$ cat config.mk
export PLATFORM = sky130hd
export DESIGN_NAME = coll_router
export DESIGN_NICKNAME = d
export VERILOG_FILES = /design/src/coll_pkg.sv /design/src/comm_table.sv /design/src/uptree_route.sv /design/src/ring_route.sv /design/src/route_select.sv /design/src/pkt_rewrite.sv /design/src/coll_router.sv
export SDC_FILE = /design/constraint.sdc
export NUM_CORES = 1
export LEC_CHECK = 0
export BUFFER_PORTS_ARGS = -buffer_cell sky130_fd_sc_hd__clkbuf_2
export CORE_MARGIN = 5
export CORE_UTILIZATION = 50
export CTS_CLUSTER_DIAMETER = 150
export DETAILED_ROUTE_END_ITERATION = 6
export PLACE_DENSITY = 0.69
export SLEW_MARGIN = 30
export SYNTH_ARGS = -nofsm -noshare
export SYNTH_HDL_FRONTEND = slang
export SYNTH_SLANG_ARGS = --single-unit
$ cat constraint.sdc
create_clock -name clk -period 5.7 [get_ports clk]
set_input_delay 0.57 -clock clk [delete_from_list [all_inputs] [get_ports clk]]
set_output_delay 0.57 -clock clk [all_outputs]
set_load 0.01 [all_outputs]
$ cat src/coll_pkg.sv
package coll_pkg;

	//////////////////////////////////////////////////
	// widths

	localparam int COORD_W    = 3;  // one mesh coordinate
	localparam int RANK_W     = 9;
	localparam int CTX_W      = 8;
	localparam int TAG_W      = 8;
	localparam int OP_W       = 4;
	localparam int ALG_W      = 2;
	localparam int PAYLOAD_W  = 32;
	localparam int CHILDREN_W = 3;
	localparam int LG_W       = 4;  // log2 of communicator size
	localparam int NUM_NBR    = 3;  // neighbor slots per entry
	localparam int NBR_SEL_W  = $clog2(NUM_NBR);
	localparam int FLIT_W     = 82;

	// node address, z is the top coordinate
	typedef struct packed {
		logic [COORD_W-1:0] z;
		logic [COORD_W-1:0] y;
		logic [COORD_W-1:0] x;
	} addr_t;

	//////////////////////////////////////////////////
	// packets

	// 81 valid | 80-72 dst | 71-63 src | 62-54 rank | 53-46 ctx
	// 45-38 tag | 37-36 algtype | 35-32 op | 31-0 payload
	typedef struct packed {
		logic                  valid;
		addr_t                 dst;
		addr_t                 src;
		logic [RANK_W-1:0]     rank;
		logic [CTX_W-1:0]      ctx;
		logic [TAG_W-1:0]      tag;
		logic [ALG_W-1:0]      algtype;
		logic [OP_W-1:0]       op;
		logic [PAYLOAD_W-1:0]  payload;
	} pkt_in_t;

	// children on top, 84-82
	typedef struct packed {
		logic [CHILDREN_W-1:0] children;
		pkt_in_t               flit;
	} pkt_out_t;

	//////////////////////////////////////////////////
	// communicator table entry, 43 bits

	typedef struct packed {
		logic [RANK_W-1:0]      local_rank;
		logic [CHILDREN_W-1:0]  children;
		logic [LG_W-1:0]        lg_commsize;
		addr_t [NUM_NBR-1:0]    nbr;  // slot 0 in the low bits
	} comm_entry_t;

	// op codes kept in this stage
	localparam logic [OP_W-1:0] OP_NONE            = 4'd0;  // never addressed
	localparam logic [OP_W-1:0] OP_LARGE_ALLGATHER = 4'd5;
	localparam logic [OP_W-1:0] OP_GATHER          = 4'd7;
	localparam logic [OP_W-1:0] OP_SHORT_REDUCE    = 4'd8;

endpackage

$ cat src/comm_table.sv
`timescale 1ns/1ps

module comm_table #(
	parameter int NUM_CONTEXTS = 4
) (
	input  logic                         clk,
	input  logic                         rst,
	input  logic                         cfg_we,
	input  logic [coll_pkg::CTX_W-1:0]   cfg_ctx,
	input  coll_pkg::comm_entry_t        cfg_entry,
	input  logic [coll_pkg::CTX_W-1:0]   ctx,
	output coll_pkg::comm_entry_t        entry
);
	import coll_pkg::*;

	localparam int IDX_W = (NUM_CONTEXTS > 1) ? $clog2(NUM_CONTEXTS) : 1;

	comm_entry_t tbl [NUM_CONTEXTS];  // one entry per context id

	logic cfg_hit;  // write lands inside the table
	logic rd_hit;   // lookup context exists

	assign cfg_hit = (cfg_ctx < NUM_CONTEXTS);
	assign rd_hit  = (ctx < NUM_CONTEXTS);

	//////////////////////////////////////////////////
	// config writes

	always_ff @(posedge clk) begin
		if (rst) begin
			for (int i = 0; i < NUM_CONTEXTS; i++) begin
				tbl[i] <= '0;  // table starts empty
			end
		end else if (cfg_we && cfg_hit) begin
			tbl[cfg_ctx[IDX_W-1:0]] <= cfg_entry;
		end
	end

	//////////////////////////////////////////////////
	// lookup by packet context, no register

	always_comb begin
		if (rd_hit) begin
			entry = tbl[ctx[IDX_W-1:0]];
		end else begin
			entry = '0;  // unknown context looks like rank 0, no nbrs
		end
	end

	// config master must stay within the table depth
	a_cfg_in_range: assert property (
		@(posedge clk) disable iff (rst)
		cfg_we |-> cfg_hit
	) else $error("config write to context %0d beyond table", cfg_ctx);

endmodule

$ cat src/uptree_route.sv
`timescale 1ns/1ps

module uptree_route #(
	parameter coll_pkg::addr_t NODE_ADDR = '0
) (
	input  coll_pkg::comm_entry_t entry,
	output coll_pkg::addr_t       parent
);
	import coll_pkg::*;

	logic [LG_W-1:0] slot;  // neighbor slot of the parent
	logic            slot_ok;

	// parent sits below the child slots at lg - children - 1
	assign slot = entry.lg_commsize - LG_W'(entry.children) - LG_W'(1);
	assign slot_ok = (slot < NUM_NBR);

	//////////////////////////////////////////////////
	// parent hop

	always_comb begin
		if (entry.local_rank == '0) begin
			parent = NODE_ADDR;  // root of the tree keeps it
		end else if (slot_ok) begin
			parent = entry.nbr[slot[NBR_SEL_W-1:0]];
		end else begin
			parent = '0;  // bad entry flagged below
		end
	end

	// a non-root entry must point at a real neighbor slot
	// table is unknown before its first reset edge
	always_comb begin
		a_slot_range: assert #0 ($isunknown(entry) || entry.local_rank == '0 || slot_ok)
			else $error("uptree slot %0d out of range", slot);
	end

endmodule

$ cat src/ring_route.sv
`timescale 1ns/1ps

module ring_route #(
	parameter coll_pkg::addr_t NODE_ADDR = '0,
	parameter coll_pkg::addr_t ROOT_ADDR = '0
) (
	input  logic                  clk,
	input  logic                  rst,
	input  logic                  valid,
	input  logic                  is_ring,     // large allgather op
	input  logic                  from_guest,  // src is another node
	input  coll_pkg::comm_entry_t entry,
	output coll_pkg::addr_t       next_hop,
	output logic                  home
);
	import coll_pkg::*;

	logic [RANK_W:0]   comm_size;  // 2^lg plus a spare bit
	logic [RANK_W-1:0] last_rank;
	logic [LG_W-1:0]   slot;
	logic              is_last;

	assign comm_size = (RANK_W+1)'(1) << entry.lg_commsize;
	assign last_rank = RANK_W'(comm_size - 1'b1);
	assign is_last   = (entry.local_rank == last_rank);
	assign slot      = entry.lg_commsize - LG_W'(1);  // ring neighbor slot

	//////////////////////////////////////////////////
	// next hop on the ring

	always_comb begin
		if (home) begin
			next_hop = NODE_ADDR;  // replay goes to this node
		end else if (is_last) begin
			next_hop = ROOT_ADDR;  // last rank closes the ring
		end else if (slot < NUM_NBR) begin
			next_hop = entry.nbr[slot[NBR_SEL_W-1:0]];
		end else begin
			next_hop = '0;
		end
	end

	//////////////////////////////////////////////////
	// home/replay bit

	// guest packet goes out onward first and home on its replay
	always_ff @(posedge clk) begin
		if (rst) begin
			home <= 1'b0;
		end else if (valid) begin
			home <= from_guest && is_ring && !home;
		end else begin
			home <= 1'b0;  // bubble drops any pending replay
		end
	end

	// the cycle after a guest packet must present its replay
	a_home_replay: assert property (
		@(posedge clk) disable iff (rst)
		(valid && home) |-> (is_ring && from_guest)
	) else $error("ring home bit set but no guest replay presented");

endmodule

$ cat src/route_select.sv
`timescale 1ns/1ps

module route_select #(
	parameter coll_pkg::addr_t NODE_ADDR = '0,
	parameter coll_pkg::addr_t ROOT_ADDR = '0
) (
	input  logic                              clk,
	input  logic                              rst,
	input  coll_pkg::pkt_in_t                 packet_in,
	input  coll_pkg::comm_entry_t             entry,
	input  coll_pkg::addr_t                   parent,
	input  coll_pkg::addr_t                   next_hop,
	input  logic                              home,
	output logic                              is_ring,
	output logic                              from_guest,
	output logic                              reroute,
	output logic [coll_pkg::OP_W-1:0]         op_q,
	output logic [coll_pkg::ALG_W-1:0]        alg_q,
	output coll_pkg::addr_t                   dst_q,
	output logic [coll_pkg::CHILDREN_W-1:0]   children_q,
	output logic                              rd_en
);
	import coll_pkg::*;

	logic                  addressed;   // packet is for this node
	addr_t                 dst_c;       // chosen next hop
	logic [ALG_W-1:0]      alg_c;
	logic [CHILDREN_W-1:0] children_c;
	logic                  rd_c;

	assign addressed  = (packet_in.dst == NODE_ADDR) && (packet_in.op != OP_NONE);
	assign from_guest = (packet_in.src != NODE_ADDR);
	assign is_ring    = (packet_in.op == OP_LARGE_ALLGATHER);
	assign reroute    = addressed && (dst_c != NODE_ADDR);  // leaves with our src/rank

	//////////////////////////////////////////////////
	// per-op destination

	always_comb begin
		dst_c      = packet_in.dst;      // pass-through defaults
		alg_c      = packet_in.algtype;
		children_c = '0;
		rd_c       = 1'b1;
		if (addressed) begin
			alg_c = '0;  // algtype reset once we route it
			case (packet_in.op)
				OP_SHORT_REDUCE: begin
					dst_c      = parent;
					children_c = entry.children;  // parent waits on this many
				end
				OP_GATHER: begin
					dst_c = parent;
				end
				OP_LARGE_ALLGATHER: begin
					dst_c = next_hop;
					rd_c  = home || !from_guest;  // hold guest pkt for its replay
				end
				default: begin
					dst_c = ROOT_ADDR;  // root handles any other op
				end
			endcase
		end
	end

	//////////////////////////////////////////////////
	// output registers

	always_ff @(posedge clk) begin
		if (rst) begin
			op_q       <= '0;
			alg_q      <= '0;
			dst_q      <= '0;
			children_q <= '0;
			rd_en      <= 1'b1;  // fifo free to pop out of reset
		end else begin
			op_q       <= packet_in.op;
			alg_q      <= alg_c;
			dst_q      <= dst_c;
			children_q <= children_c;
			rd_en      <= rd_c;
		end
	end

	// a ring stall lasts one cycle until the replay
	a_stall_once: assert property (
		@(posedge clk) disable iff (rst)
		!rd_en |=> rd_en
	) else $error("rd_en low for two cycles in a row");

endmodule

$ cat src/pkt_rewrite.sv
`timescale 1ns/1ps

module pkt_rewrite #(
	parameter coll_pkg::addr_t NODE_ADDR = '0
) (
	input  logic                              clk,
	input  logic                              rst,
	input  coll_pkg::pkt_in_t                 packet_in,
	input  coll_pkg::comm_entry_t             entry,
	input  logic                              reroute,
	input  logic [coll_pkg::OP_W-1:0]         op_q,
	input  logic [coll_pkg::ALG_W-1:0]        alg_q,
	input  coll_pkg::addr_t                   dst_q,
	input  logic [coll_pkg::CHILDREN_W-1:0]   children_q,
	output coll_pkg::pkt_out_t                packet_out
);
	import coll_pkg::*;

	logic [PAYLOAD_W-1:0] payload_q;
	logic [TAG_W-1:0]     tag_q;
	logic [CTX_W-1:0]     ctx_q;
	logic [RANK_W-1:0]    rank_q;
	logic [RANK_W-1:0]    loc_rank_q;  // our rank in that context
	addr_t                src_q;
	logic                 valid_q;
	logic                 reroute_q;

	if ($bits(pkt_in_t) != FLIT_W || $bits(pkt_out_t) != FLIT_W + CHILDREN_W) begin : g_width
		$error("packet struct widths do not match the flit layout");
	end

	//////////////////////////////////////////////////
	// hold the rest of the packet

	always_ff @(posedge clk) begin
		if (rst || !packet_in.valid) begin
			payload_q  <= '0;  // bubbles leave as all zero
			tag_q      <= '0;
			ctx_q      <= '0;
			rank_q     <= '0;
			loc_rank_q <= '0;
			src_q      <= '0;
			valid_q    <= 1'b0;
			reroute_q  <= 1'b0;
		end else begin
			payload_q  <= packet_in.payload;
			tag_q      <= packet_in.tag;
			ctx_q      <= packet_in.ctx;
			rank_q     <= packet_in.rank;
			loc_rank_q <= entry.local_rank;
			src_q      <= packet_in.src;
			valid_q    <= 1'b1;
			reroute_q  <= reroute;
		end
	end

	// forwarded packets carry this node as sender, kept ones the original
	always_comb begin
		packet_out.children     = children_q;
		packet_out.flit.valid   = valid_q;
		packet_out.flit.dst     = dst_q;
		packet_out.flit.src     = reroute_q ? NODE_ADDR : src_q;
		packet_out.flit.rank    = reroute_q ? loc_rank_q : rank_q;
		packet_out.flit.ctx     = ctx_q;
		packet_out.flit.tag     = tag_q;
		packet_out.flit.algtype = alg_q;
		packet_out.flit.op      = op_q;
		packet_out.flit.payload = payload_q;
	end

endmodule

$ cat src/coll_router.sv
`timescale 1ns/1ps

module coll_router #(
	parameter coll_pkg::addr_t NODE_ADDR    = coll_pkg::addr_t'(9'd1),
	parameter coll_pkg::addr_t ROOT_ADDR    = '0,
	parameter int              NUM_CONTEXTS = 4
) (
	input  logic                         clk,
	input  logic                         rst,
	input  coll_pkg::pkt_in_t            packet_in,  // head of input fifo
	input  logic                         cfg_we,
	input  logic [coll_pkg::CTX_W-1:0]   cfg_ctx,
	input  coll_pkg::comm_entry_t        cfg_entry,
	output coll_pkg::pkt_out_t           packet_out,
	output logic                         rd_en       // low = present same pkt again
);
	import coll_pkg::*;

	comm_entry_t           entry;  // context lookup
	addr_t                 parent;
	addr_t                 next_hop;
	logic                  home;
	logic                  is_ring;
	logic                  from_guest;
	logic                  reroute;
	logic [OP_W-1:0]       op_q;
	logic [ALG_W-1:0]      alg_q;
	addr_t                 dst_q;
	logic [CHILDREN_W-1:0] children_q;

	//////////////////////////////////////////////////
	// table and candidate hops

	comm_table #(.NUM_CONTEXTS(NUM_CONTEXTS)) u_table (
		.clk(clk), .rst(rst), .cfg_we(cfg_we), .cfg_ctx(cfg_ctx),
		.cfg_entry(cfg_entry), .ctx(packet_in.ctx), .entry(entry)
	);

	uptree_route #(.NODE_ADDR(NODE_ADDR)) u_uptree (
		.entry(entry), .parent(parent)
	);

	ring_route #(.NODE_ADDR(NODE_ADDR), .ROOT_ADDR(ROOT_ADDR)) u_ring (
		.clk(clk), .rst(rst), .valid(packet_in.valid), .is_ring(is_ring),
		.from_guest(from_guest), .entry(entry), .next_hop(next_hop), .home(home)
	);

	//////////////////////////////////////////////////
	// select and output stage

	route_select #(.NODE_ADDR(NODE_ADDR), .ROOT_ADDR(ROOT_ADDR)) u_select (
		.clk(clk), .rst(rst), .packet_in(packet_in), .entry(entry),
		.parent(parent), .next_hop(next_hop), .home(home),
		.is_ring(is_ring), .from_guest(from_guest), .reroute(reroute),
		.op_q(op_q), .alg_q(alg_q), .dst_q(dst_q), .children_q(children_q),
		.rd_en(rd_en)
	);

	pkt_rewrite #(.NODE_ADDR(NODE_ADDR)) u_rewrite (
		.clk(clk), .rst(rst), .packet_in(packet_in), .entry(entry),
		.reroute(reroute), .op_q(op_q), .alg_q(alg_q), .dst_q(dst_q),
		.children_q(children_q), .packet_out(packet_out)
	);

endmodule

==> reports/results.txt, run 1 <==
The run gives 1.60 ns as the slack of the critical path. The number of different library cells used by synthesis comes to 68. The die is 164 µm wide. For the initial antenna violation count, the log shows 0.

The internal portion of the total power is 3.32 mW. The leakage power figure was 5.67 nW; the initial standard-cell utilization of the core was 0.505. Adding up every negative setup slack in the final design gives 0 ns. Measured in cells, the most critical reg-to-reg path has a length of 14. The largest individual stage delay along the critical path comes from the cell mux4_2. The max-slew headroom at the worst pin was 0.478; the count of buffers from port buffering was 221. The cell type contributing the most total cell area after synthesis was edfxtp_1. The worst path required time is 6.11 ns. The tools report the via count of the first global-routing pass as 7918. Of all nets on the critical path, the largest fanout is 20. At the placement stage, the worst setup path has a slack of 1.05 ns. After synthesis, the most frequently instantiated cells are and2_1, edfxtp_1, dfxtp_1.

In the final layout, the multi-input gates occupy 4430 µm². The signal on the critical path passes through buf_2, mux4_2, and3_1, inv_1, ha_1, o21ai_0, ha_1, and2_0, a311oi_1, o22ai_1, o31ai_1, o2111ai_1, or2_1, a31oi_1, o22ai_1. The total chip power came out at 4.28 mW. The layout has 1932 filler cells. The count of flip-flops with a built-in enable after synthesis was 172; the clock latency of the later-clocked register in the worst-skew pair was 0.54 ns. The post-synthesis cell area is 11800 µm².

The tools report the quantity of hold-fixing buffers added after cts as 0. TritonCTS built the clock tree. The die covers 26800 µm². The total global routing track utilization was 0.207.

The run gives 0.000178 V as the maximum vdd drop. The largest buffer count on any clock path is 3, and the mean post-synth cell area is 13.1 µm². Sort of element at the start of the critical path: an input port.

Derived from the worst setup path, the maximum achievable clock frequency is 244 MHz. For the area occupied by registers, the log shows 7110 µm². The maximum single-stage delay on the critical path came out at 0.80 ns. On the final layout, the worst clock skew is 0.00978 ns. The worst setup path is of the in -> reg kind.

The relative contribution of sequential cells to total power is 0.510, and the power dissipated by switching net loads is 0.953 mW. In this run the core area contains 56 standard-cell rows. Among all flip-flop cells after synthesis, the most frequent one is edfxtp_1. The fraction of synthesis flops using an asynchronous set or reset pin works out to 0. In the routed design, unresolved DRC markers number 0. The total overflow left after global routing is 0. Hold timing on the final database bottoms out at a slack of 0.226 ns.

The half-perimeter wire length after detailed placement was 18.4 mm; the switching part of the total power was 0.223. The number of flip-flops and latches in the synthesized netlist came out at 269. The share of the clock period used by the worst path after layout is 0.720. CTS saw 269 sinks.

After clock tree synthesis, the repair step resized 0 gates. Yosys attributes the largest share of cell area to edfxtp_1, dfxtp_1, and2_1. For this block, the routed nets add up to 28.0 mm of wire. Setup repair after global routing left no endpoint under its margin. After detailed routing, the number of vias per cell comes to 5.35. The run finished with clean final reports. The total CTS buffers is 29, and the max-cap check violation count is 0.

For this block, the initial DRC count from the detailed router was 450. The first global-routing pass estimated 43.6 mm of wire. The number of top-level pins was 222; the power per standard cell area was 304 nW/µm². Measured along the y axis, the die boundary spans 164 µm. The part of the Yosys area used for sequential elements is 0.602. At the worst endpoint, the arrival time is 4.51 ns. When the netlist entered floorplanning its net count stood at 1048.

The pin count of the biggest net entering global routing came out at 77. The smallest clock period supported by the final layout is computed as 4.10 ns. The run gives 902 as the cell count after synthesis.

The run gives 0 as the number of pins exceeding their max-slew limit in the final report. The part of the total power dissipated in the clock network is 0.408. After clock tree synthesis, the clock-pin slew on the worst setup and hold paths is 0.06 ns. Setup violations remaining at the end of the flow were counted as 0. The worst setup path is captured at a flip-flop. 0 antenna diodes ended up in the layout. The combinational fraction of design power was 0.083.

The tools report the remaining antenna violation count as 0. The final number of hold-violating endpoints is 0. The worst-margin pin slew was 0.783 ns; the post-detailed-route wirelength per cell was 19.3 µm.

The run gives 0 as the synthesis warning total. Routability-driven placement finished with a final weighted congestion of 0.901. The final layout contains 1256 nets. The total iterations of the first detailed-routing run is 5. CTS placed an instance of clkbuf_16 at the clock tree root. The detailed router placed 7764 vias in this run. The fraction of layout cells with a size suffix above 1 works out to 0.311. Counting instances, the worst hold path has a depth of 2.

The core region is 23400 µm². The number of setup buffers added after CTS is 0. From synthesis to final layout, the design area changed by 19.2%.

The top cell type's share of synthesized area came out at 0.437. Among all cell types in the netlist, the one instantiated most often is and2_1. The tools report the CTS H-tree depth as 1. The path class of the tightest hold or removal check is in -> reg.
-- cell type report --
class	instances	share of cell area
inverters	12	0.00329
multi-input cells	565	0.315
well taps	319	0.0283
clock inverters	6	0.00266
repair buffers	233	0.0863
flip-flops and latches	269	0.504
clock buffers	47	0.0604
-- path summary, 6_finish.rpt --
kind / start / to / slack [ns]
max: packet_in[46] / u_select.dst_q[2]$_SDFF_PP0_ / 1.60
min: packet_in[40] / u_rewrite.tag_q[2]$_SDFF_PN0_ / 0.23
max reg2reg: u_table.tbl[0][27]$_SDFFCE_PN0P_ / u_select.dst_q[2]$_SDFF_PP0_ / 1.61
min reg2reg: u_ring.home$_SDFF_PN0_ / u_ring.home$_SDFF_PN0_ / 0.59
-- flip-flops by register name, summed over array words and instances (netlist names), 2 cells and up --
name,cells
u_rewrite.payload_q,32
u_rewrite.loc_rank_q,9
u_select.op_q,4
u_select.alg_q,2
u_select.children_q,3
u_rewrite.ctx_q,8
u_select.dst_q,9
u_rewrite.rank_q,9
u_rewrite.tag_q,8
u_table.tbl,172
u_rewrite.src_q,9
-- through the flow --
| stage | cell area, µm² | util | cells |
|---|---|---|---|
| final | 14100 | 0.602 | 1451 |
| after global routing | 14100 | 0.602 | 1451 |
| after CTS | 14100 | 0.601 | 1450 |
| after detailed placement | 13200 | 0.563 | 1397 |
| after global placement | 13200 | 0.563 | 1397 |
| after floorplan | 11800 | - | 902 |
-- power groups by stage --
stage	Combinational (mW)	Sequential [mW]	Clock, mW
3_5_place_dp	0.355	2.22	0
3_3_place_gp	0.352	2.22	0
4_1_cts	0.357	2.18	1.79
2_1_floorplan	0.199	2.22	0
5_1_grt	0.387	2.19	1.88
6_report	0.354	2.18	1.74
-- kinds of logic (layout without fill, tap and decap cells) --
group,after synthesis,after routing,share of synthesized area
buffers and inverters,68,298,0.0262
multiplexers,73,73,0.110
AND/OR/NAND/NOR,396,396,0.203
XOR/XNOR,8,8,0.00593
flip-flops,269,269,0.602
AO/OA/AOI/OAI,78,78,0.0427
adder cells (fa/ha/maj),10,10,0.0112
-- placed cells by master (no fill, tap or decap), types with 3 or more instances in the layout --
cell type,instances
and2_1,241
clkbuf_2,226
edfxtp_1,172
dfxtp_1,97
mux4_2,43
clkbuf_16,29
nor2_1,26
a21oi_1,23
nand2_1,21
mux2i_1,20
o21ai_0,19
nor2b_1,18
nand3_1,16
and3_1,15
buf_4,11
inv_1,10
mux2_2,9
nor3_1,9
a31oi_1,9
ha_1,9
nand4_1,8
nor4_1,7
clkbuf_1,7
xnor2_1,6
clkinv_2,5
clkbuf_8,5
or2_2,4
nor4b_2,3
nand2b_1,3
or3_1,3
o22ai_1,3
or4_1,3
-- layer usage --
metal	global-route usage	part of all wire	wire, µm
met4	0.0492	0.019	531
met1	0.281	0.42	11700
met3	0.0444	0.085	2380
met2	0.343	0.48	13500
met5	0	0	0
-- worst max-delay path: cells and delay by family --
kind	cells	cell delay [ns]
AOI/OAI and AO/OA	7	1.03
adders and majority gates	2	0.82
buffers and inverters	2	0.38
muxes	1	0.80
and+or+nand+nor	3	0.88
Note: power is estimated with default switching activity, not from simulation.
==> run 2, diff against run 1 <==
Clock period 5.7 ns to 4.15 ns, I/O delays scaled along.
==> run 2 against run 1 <==
Cell count up 0.90%. Worst setup slack got worse by 0.94 ns. Die area is the same. Combinational power rose by 40%. Count of clock-buffer cells in the layout down 2. Via count grew 0.19%. Critical path type is now reg -> reg. Critical endpoint unchanged. Largest cell class unchanged.
==> reports/results.txt, run 2 (synthesized netlist as in run 1, its figures left out) <==
The final standard cell utilization of the core is 0.612 (was 0.602). The initial standard-cell utilization of the core came out at 0.505 (unchanged). The run finished with clean final reports. The leakage power figure was 5.80 nW (was 5.67 nW); the max-cap check violation count was 0 (unchanged). The count of non-filler cells in the finished layout was 1464 (was 1451); the depth of the worst register-to-register path was 12 (was 14).

The worst min-delay path endpoint was u_rewrite.payload_q[0]$_SDFF_PN0_ (was u_rewrite.tag_q[2]$_SDFF_PN0_). The worst-margin pin slew was 0.753 ns (was 0.783 ns). Setup repair after global routing left no endpoint under its margin.

The run gives 0.341 (was 0.343) as the met2 track utilization from global routing. The switching part of the total power is 0.220 (was 0.223), and the pin count of the biggest net entering global routing is 77 (unchanged). The detailed-route vias per instance works out to 5.31 (was 5.35). The clock latency of the later-clocked register in the worst-skew pair is 0.54 ns (about the same), and the maximum net fanout on the critical path is 14 (was 20). The logs give 0.287 (was 0.281) for the global-route track usage on met1 and 4 (was 5) for the total iterations of the first detailed-routing run. TritonCTS built the clock tree. The commonest non-fill, non-tap cell in the layout is and2_1 (unchanged).

The core footprint came out at 23400 µm² (unchanged). The logs give 0.891 (was 0.901) for the global placer's final weighted congestion and 0 (unchanged) for the number of pins exceeding their max-slew limit in the final report. The run gives 269 (unchanged) as the clock sink count. The total wire length after detailed routing came out at 28.1 mm (was 28.0 mm). The tools report the sort of element at the start of the critical path as a flip-flop (was an input port). The area occupied by registers is 7110 µm² (unchanged), and the total placed cells including tap cells is 1410 (was 1397). The number of nets in the layout was 1268 (was 1256); the minimum period implied by the final worst setup slack was 3.50 ns. The number of flip-flops in the largest register was 172 (unchanged); the clock-pin slew on the worst setup and hold paths was 0.06 ns (about the same). The residual DRC count is 0 (unchanged), and the quantity of hold-fixing buffers added after cts is 0 (unchanged).

The via count of the routed design is 7779 (was 7764). The startpoint of the most critical hold path is packet_in[0] (was packet_in[40]). The tools report the number of rows created at floorplan as 56 (unchanged).

The worst hold slack after final layout is 0.0754 ns (was 0.226 ns). The final number of hold-violating endpoints is 0 (unchanged). Via count of the first global-routing pass: 7849 (was 7918). The class of the tightest hold or removal check is in -> reg (unchanged). The fraction of layout cells with a size suffix above 1 came out at 0.323 (was 0.311). The tools report the largest buffer count on any clock path as 3 (unchanged). Register-to-register setup slack: 0.65 ns (was 1.61 ns). Element type at the critical path end: a flip-flop (unchanged). The run gives 43.7 mm (was 43.6 mm) as the wire length of the first global-routing pass. The part of the total power dissipated in the clock network is 0.424 (was 0.408), and the synthesis-to-layout area growth is 21.1% (was 19.2%). The CTS H-tree depth was 1 (unchanged); the number of cells traversed by the worst hold path was 2 (unchanged).

Busiest layer in global routing: met2 (unchanged). The run gives 4.55 ns (was 6.11 ns) as the worst path required time. Most frequent cells in the layout: and2_1, clkbuf_2, edfxtp_1, dfxtp_1, mux4_2 (unchanged). Class of the most critical setup path: reg -> reg (was in -> reg). The number of fill cells came out at 1896 (was 1932).

The relative contribution of sequential cells to total power is 0.494 (was 0.510), and the max-slew headroom at the worst pin is 0.497 (was 0.478). The total CTS buffers is 29 (unchanged). The total of cells resized after clock tree synthesis was 0 (unchanged); the total chip power was 6.06 mW (was 4.28 mW). The number of top-level pins came out at 222 (unchanged).

Post-CTS repair timing setup buffer count: 0 (unchanged). The logs give 26800 µm² (unchanged) for the total die area and 19.5 mm (was 18.4 mm) for the half-perimeter wire length after detailed placement. For the upper clock frequency limit, the log shows 286 MHz. Largest register by flop count: u_table.tbl (unchanged).

For the maximum vdd drop, the log shows 0.000371 V (was 0.000178 V). The power dissipated by switching net loads is 1.33 mW (was 0.953 mW), and the remaining antenna violation count is 0 (unchanged). Violation count after the first detailed-routing iteration: 563 (was 450).

The source of the worst register-to-register timing path was u_table.tbl[1][28]$_SDFFCE_PN0P_ (was u_table.tbl[0][27]$_SDFFCE_PN0P_). The met3 track utilization from global routing came out at 0.0427 (was 0.0444). The tools report the initial antenna violation count as 6 (was 0). The run gives 4.73 mW (was 3.32 mW) as the internal power summed over all cells. The end of the worst register-to-register path was u_select.dst_q[2]$_SDFF_PP0_ (unchanged). The horizontal die dimension is 164 µm (unchanged). The power per standard cell area came out at 423 nW/µm² (was 304 nW/µm²). The combinational fraction of design power is 0.082 (was 0.083), and the share of the clock period used by the worst path after layout is 0.843. For the worst setup skew after layout, the log shows 0.0168 ns (was 0.00978 ns).

The die extent in y is 164 µm (unchanged). The root buffer selected by CTS is clkbuf_16 (unchanged). The total global routing track utilization is 0.209 (was 0.207). For the sum of overflow across all layers after global routing, the log shows 0 (unchanged).

Largest regs: u_table.tbl x172, u_rewrite.payload_q x32 (unchanged). The count of buffers from port buffering came out at 221 (unchanged). The arrival time of the worst setup path came out at 3.90 ns (was 4.51 ns). The post-detailed-route wirelength per cell was 19.2 µm (was 19.3 µm); the final setup violation count was 0 (unchanged).

For the multi-input combinational cell area, the log shows 4440 µm² (was 4430 µm²).
## run 2: through the flow
step                      setup TNS (ns)  setup slack, ns  cell area, µm²
after floorplan                  -0.0433          -0.0433           11900
after global placement                 0            0.336           13300
after detailed placement               0            0.285           13300
after CTS                              0            0.676           14300
after global routing                   0            0.334           14300
final                                  0            0.652           14300
## run 2: critical path, stage by stage (launching register included)
cell and delay, ns:
edfxtp_1 0.37, mux4_2 0.47, nand2_1 0.19, inv_1 0.12, ha_1 0.35, nor2_1 0.34, o21ai_0 0.17, o31a_1 0.31
o32ai_1 0.27, o2111ai_1 0.17, or2_1 0.35, a31oi_1 0.17, o22ai_1 0.09
## run 2: final cells by class
| cell class | count | area share |
|---|---|---|
| Sequential cell | 269 | 0.497 |
| Clock inverter | 8 | 0.00358 |
| Antenna cell | 1 | 0.000175 |
| Multi-Input combinational cell | 565 | 0.310 |
| Inverter | 12 | 0.00323 |
| Timing Repair Buffer | 245 | 0.0930 |
| Tap cell | 319 | 0.0279 |
| Clock buffer | 45 | 0.0653 |
## run 2: worst max-delay path by stage
stage | slack [ns] | cells past startpoint | endpoint | from
floorplan | -0.04 | 19 | u_rewrite.reroute_q$_SDFF_PN0_ | packet_in[46]
detailed placement | 0.28 | 13 | u_select.dst_q[2]$_SDFF_PP0_ | packet_in[46]
global route | 0.33 | 12 | u_select.dst_q[8]$_SDFF_PP0_ | u_table.tbl[1][28]$_SDFFCE_PN0P_
finish | 0.65 | 12 | u_select.dst_q[2]$_SDFF_PP0_ | u_table.tbl[1][28]$_SDFFCE_PN0P_
global placement | 0.34 | 13 | u_select.dst_q[2]$_SDFF_PP0_ | packet_in[46]
CTS | 0.68 | 12 | u_select.dst_q[2]$_SDFF_PP0_ | u_table.tbl[1][28]$_SDFFCE_PN0P_
## run 2: metal layers
layer / part of all wire / vias up
met2: 0.48 / 276
met3: 0.074 / 48
met5: 0.00089 / -
met1: 0.42 / 3750
met4: 0.023 / 4
li1: - / 3701
## run 2: power by group through the flow
stage          clock network [mW]  logic (mW)  registers [mW]
3_3_place_gp                    0       0.494            3.05
5_1_grt                      2.75       0.542            3.00
3_5_place_dp                    0       0.500            3.05
2_1_floorplan                   0       0.278            3.05
4_1_cts                      2.62       0.502            2.99
6_report                     2.57       0.497            2.99
==> run 3, diff against run 2 <==
Settings changed: ABC_AREA set to 1.
Clock period 4.15 ns to 3.3 ns, I/O delays scaled along.
==> run 3 against run 2 <==
Synthesized area is 1.8% higher. Wire length is 14% higher. Sequential power is 26% higher. Register-to-register slack worse by 0.34 ns. Largest power group unchanged.
==> reports/results.txt, run 3 <==
The run finished with clean final reports. The mean post-synth cell area is 9.04 µm² (was 13.1 µm²). Worst min-delay path endpoint: u_rewrite.rank_q[4]$_SDFF_PN0_ (was u_rewrite.payload_q[0]$_SDFF_PN0_). The die extent in y came out at 165 µm (was 164 µm).

TritonCTS built the clock tree. The global placer's final weighted congestion was 0.874 (was 0.891). The sort of element at the start of the critical path is an input port (was a flip-flop).

The number of cells traversed by the worst hold path is 3 (was 2), and the register-to-register setup slack is 0.31 ns (was 0.65 ns). The proportion of synthesized area in mux cells is 0.00843 (was 0.110). The dominant cell type by count on the critical path was nand2_1. The tools report the wire length of the first global-routing pass as 50.1 mm (was 43.7 mm).

The slack of the critical path is 0.166 ns (was 0.652 ns), and the number of pins exceeding their max-slew limit in the final report is 0 (unchanged). The total die area came out at 27300 µm² (was 26800 µm²). The end of the worst register-to-register path is u_rewrite.reroute_q$_SDFF_PN0_ (was u_select.dst_q[2]$_SDFF_PP0_). The internal power summed over all cells came out at 5.73 mW (was 4.73 mW).

The total iterations of the first detailed-routing run is 5 (was 4). Cell breakdown of the critical path: dlygate4sd3_1, clkbuf_2, nor2_2, nand2_2, nor2_4, nand2_2, buf_4, buf_4, fa_2, clkinvlp_4, a21oi_1, o21ai_0, o21ai_0, a311oi_1, nand2_1, nand2_1, nor2_1, nand3_1, nand2_1, inv_1 (was mux4_2, nand2_1, inv_1, ha_1, nor2_1, o21ai_0, o31a_1, o32ai_1, o2111ai_1, or2_1, a31oi_1, o22ai_1). The number of top-level pins is 222 (unchanged). Largest regs: u_table.tbl x172, u_rewrite.payload_q x32 (unchanged). The total global routing track utilization is 0.231 (was 0.209), and the maximum single-stage delay on the critical path is 0.64 ns (was 0.47 ns).

The xor and xnor fraction of the mapped netlist area was 0.00406 (was 0.00593). The tools report the leakage power figure as 6.89 nW (was 5.80 nW). The run gives 3.73 ns (was 4.55 ns) as the worst path required time. The run gives 0.591 (was 0.602) as the part of the Yosys area used for sequential elements.

The largest register by flop count is u_table.tbl (unchanged). Part of the total power dissipated in the clock network: 0.402 (was 0.424). The adder and majority cell fraction of the synthesized area works out to 0.0110 (was 0.0112). The run gives 0 (unchanged) as the final setup violation count. The number of fill cells was 1951 (was 1896); the worst-margin pin slew was 0.774 ns (was 0.753 ns). The logs give 3.57 ns (was 3.90 ns) for the arrival time of the worst setup path and 0 (unchanged) for the residual DRC count. For the final standard cell utilization of the core, the log shows 0.641 (was 0.612). The tools report the element type at the critical path end as a flip-flop (unchanged). The via count of the first global-routing pass was 9765 (was 7849); the share of the clock period used by the worst path after layout was 0.950. The run gives 0 (unchanged) as the final number of hold-violating endpoints. The clock-pin slew on the worst setup and hold paths is 0.06 ns (about the same). The simple-gate share of the synthesized area came out at 0.219 (was 0.203). The depth of the worst register-to-register path was 17 (was 12); the post-place setup slack was -0.0133 ns (was 0.285 ns). Count of buffers from port buffering: 221 (unchanged). The run gives 31.9 mm (was 28.1 mm) as the total wire length after detailed routing. The detailed-route vias per instance came out at 5.05 (was 5.31). The core footprint was 23600 µm² (was 23400 µm²); the number of rows created at floorplan was 56 (unchanged). The sum of overflow across all layers after global routing was 0 (unchanged); the initial antenna violation count was 0 (was 6).

The horizontal die dimension works out to 165 µm (was 164 µm). The slowest stage cell on the critical path is fa_2 (was mux4_2). The number of flip-flops in the largest register is 172 (unchanged), and the remaining antenna violation count is 0 (unchanged). The summed negative setup slack over all endpoints was 0 ns (unchanged).

The tools report the power dissipated by switching net loads as 1.68 mW (was 1.33 mW). The post-detailed-route wirelength per cell works out to 16.3 µm (was 19.2 µm). Power per standard cell area: 490 nW/µm² (was 423 nW/µm²).

The clock latency of the later-clocked register in the worst-skew pair is 0.53 ns (was 0.54 ns), and the number of library cell types mapped by synthesis is 54 (was 68). Top flip-flop cell by instance count after synthesis: edfxtp_1 (unchanged). The complex-gate fraction of the synthesized area came out at 0.0820 (was 0.0427). For the CTS H-tree depth, the log shows 1 (unchanged).

Commonest cells post-synth: nor2_1, nand2_1, edfxtp_1 (was and2_1, edfxtp_1, dfxtp_1). Number of nets in the layout: 1761 (was 1268). The tools report the initial standard-cell utilization of the core as 0.509 (was 0.505).

Minimum period implied by the final worst setup slack: 3.13 ns. The pin count of the biggest net entering global routing is 67 (was 77). The tools report the half-perimeter wire length after detailed placement as 21.2 mm (was 19.5 mm). The number of flip-flops and latches in the synthesized netlist is 269 (unchanged), and the via count of the routed design is 9860 (was 7779).

The post-synthesis cell area came out at 12000 µm² (was 11800 µm²). The worst setup skew after layout is 0.0153 ns (was 0.0168 ns), and the fraction of layout cells with a size suffix above 1 is 0.249 (was 0.323). The fraction of synthesis flops using an asynchronous set or reset pin works out to 0 (unchanged). The commonest non-fill, non-tap cell in the layout is nor2_1 (was and2_1). Startpoint of the most critical hold path: packet_in[58] (was packet_in[0]).

Total nets after synthesis: 1477 (was 1048). The tools report the source of the worst register-to-register timing path as u_table.tbl[0][28]$_SDFFCE_PN0P_ (was u_table.tbl[1][28]$_SDFFCE_PN0P_). The area occupied by registers is 7110 µm² (unchanged). Timing would allow up to 319 MHz. The multi-input combinational cell area is 4070 µm² (was 4440 µm²), and the relative contribution of sequential cells to total power is 0.507 (was 0.494). The run gives 0 (unchanged) as the max-cap check violation count. The switching part of the total power came out at 0.227 (was 0.220). The class of the tightest hold or removal check is in -> reg (unchanged). Count of flip-flops with a built-in enable after synthesis: 172 (unchanged). Most frequent cells in the layout: nor2_1, clkbuf_2, edfxtp_1, inv_1, nand2_1 (was and2_1, clkbuf_2, edfxtp_1, dfxtp_1, mux4_2). The largest buffer count on any clock path came out at 3 (unchanged).

The class of the most critical setup path was in -> reg (was reg -> reg). The cell type contributing the most total cell area after synthesis is edfxtp_1 (unchanged). The count of inserted antenna diode cells was 0 (was 1); the maximum vdd drop was 0.000293 V (was 0.000371 V).

For the synthesis warning total, the log shows 0 (unchanged). The dominant combinational cell family by area after synthesis is simple AND/OR/NAND/NOR gates (unchanged). The total CTS buffers is 27 (was 29). The clock sink count was 269 (unchanged); the cell count after synthesis was 1331 (was 902). The maximum net fanout on the critical path works out to 7 (was 14).

The run gives 836 (was 563) as the violation count after the first detailed-routing iteration. The root buffer selected by CTS was clkbuf_16 (unchanged). The dominant cell by count in the synthesized netlist is nor2_1 (was and2_1).

The combinational fraction of design power came out at 0.091 (was 0.082). The synthesis-to-layout area growth was 25.9% (was 21.1%); the top cell type's share of synthesized area was 0.429 (was 0.437). The max-slew headroom at the worst pin is 0.484 (was 0.497). Cell types with the largest area share after synthesis: edfxtp_1, dfxtp_1, nor2_1 (was edfxtp_1, dfxtp_1, and2_1).
## run 3: changes by cell type in the layout (fill, tap and decap cells not counted), moves of 36 or more
cell / change
mux4_2: -43
buf_4: +36
nand2_1: +142
inv_1: +154
dlygate4sd3_1: +45
nor2_1: +314
and2_1: -240
## run 3: metrics by stage
stage               instance area (µm²)  power (mW)  cells  hold WS [ns]
finish                            15100        7.42   1954        0.0241
global route                      15100        7.69   1954        0.0196
CTS                               15000        7.46   1950      0.000773
detailed placement                13600        4.45   1856         0.532
global placement                  13600        4.44   1856         0.526
floorplan                         12000        4.18   1331         0.437
## run 3: cell type report
| cell class | instances | share of cell area |
|---|---|---|
| Multi-Input combinational cell | 812 | 0.269 |
| Timing Repair Buffer | 325 | 0.133 |
| Tap cell | 319 | 0.0264 |
| Clock inverter | 5 | 0.00174 |
| Timing Repair inverter | 1 | 0.000496 |
| Clock buffer | 44 | 0.0561 |
| Inverter | 179 | 0.0446 |
| Sequential cell | 269 | 0.469 |
## run 3: routing by layer
metal / routed length [µm] / GRT usage / up-vias
met5: 0 / 0 / -
met4: 538 / 0.0514 / 0
met3: 2630 / 0.0377 / 44
met2: 15600 / 0.408 / 340
met1: 13200 / 0.299 / 4587
li1: - / - / 4889
## run 3: power groups by stage
stage                     Combinational (mW)  Sequential, mW  Clock, mW
after global routing                   0.743            3.78       3.17
after CTS                              0.659            3.76       3.04
after floorplan                        0.333            3.84          0
final                                  0.672            3.76       2.98
after global placement                 0.605            3.83          0
after detailed placement               0.613            3.83          0
## run 3: cells by family after synthesis
family	after synthesis
AO/OA/AOI/OAI	159
AND/OR/NAND/NOR	630
adder cells (fa/ha/maj)	10
XOR/XNOR	4
flip-flops	269
buffers and inverters	250
multiplexers	9
## run 3: timing repair
action	in CTS	in global routing
setup buffers	0	3
setup endpoints to repair	0	10
endpoints found under the hold margin	45	0
gates resized for setup	0	36
hold buffers	45	0
## run 3: critical path: cells and delay by family
kind                       cells  cell delay, ns
buffers and inverters          6            1.20
and+or+nand+nor                9            0.90
adders and majority gates      1            0.64
AOI/OAI and AO/OA              4            0.48
## run 3: how the worst max path moves through the flow
stage                        from                              to  slack (ns)
CTS                 packet_in[53]  u_rewrite.reroute_q$_SDFF_PN0_        0.06
floorplan           packet_in[46]  u_rewrite.reroute_q$_SDFF_PN0_       0.002
detailed placement  packet_in[47]  u_rewrite.reroute_q$_SDFF_PN0_       -0.01
global route        packet_in[53]  u_rewrite.reroute_q$_SDFF_PN0_       -0.05
global placement    packet_in[46]  u_rewrite.reroute_q$_SDFF_PN0_        0.05
finish              packet_in[51]  u_rewrite.reroute_q$_SDFF_PN0_        0.17
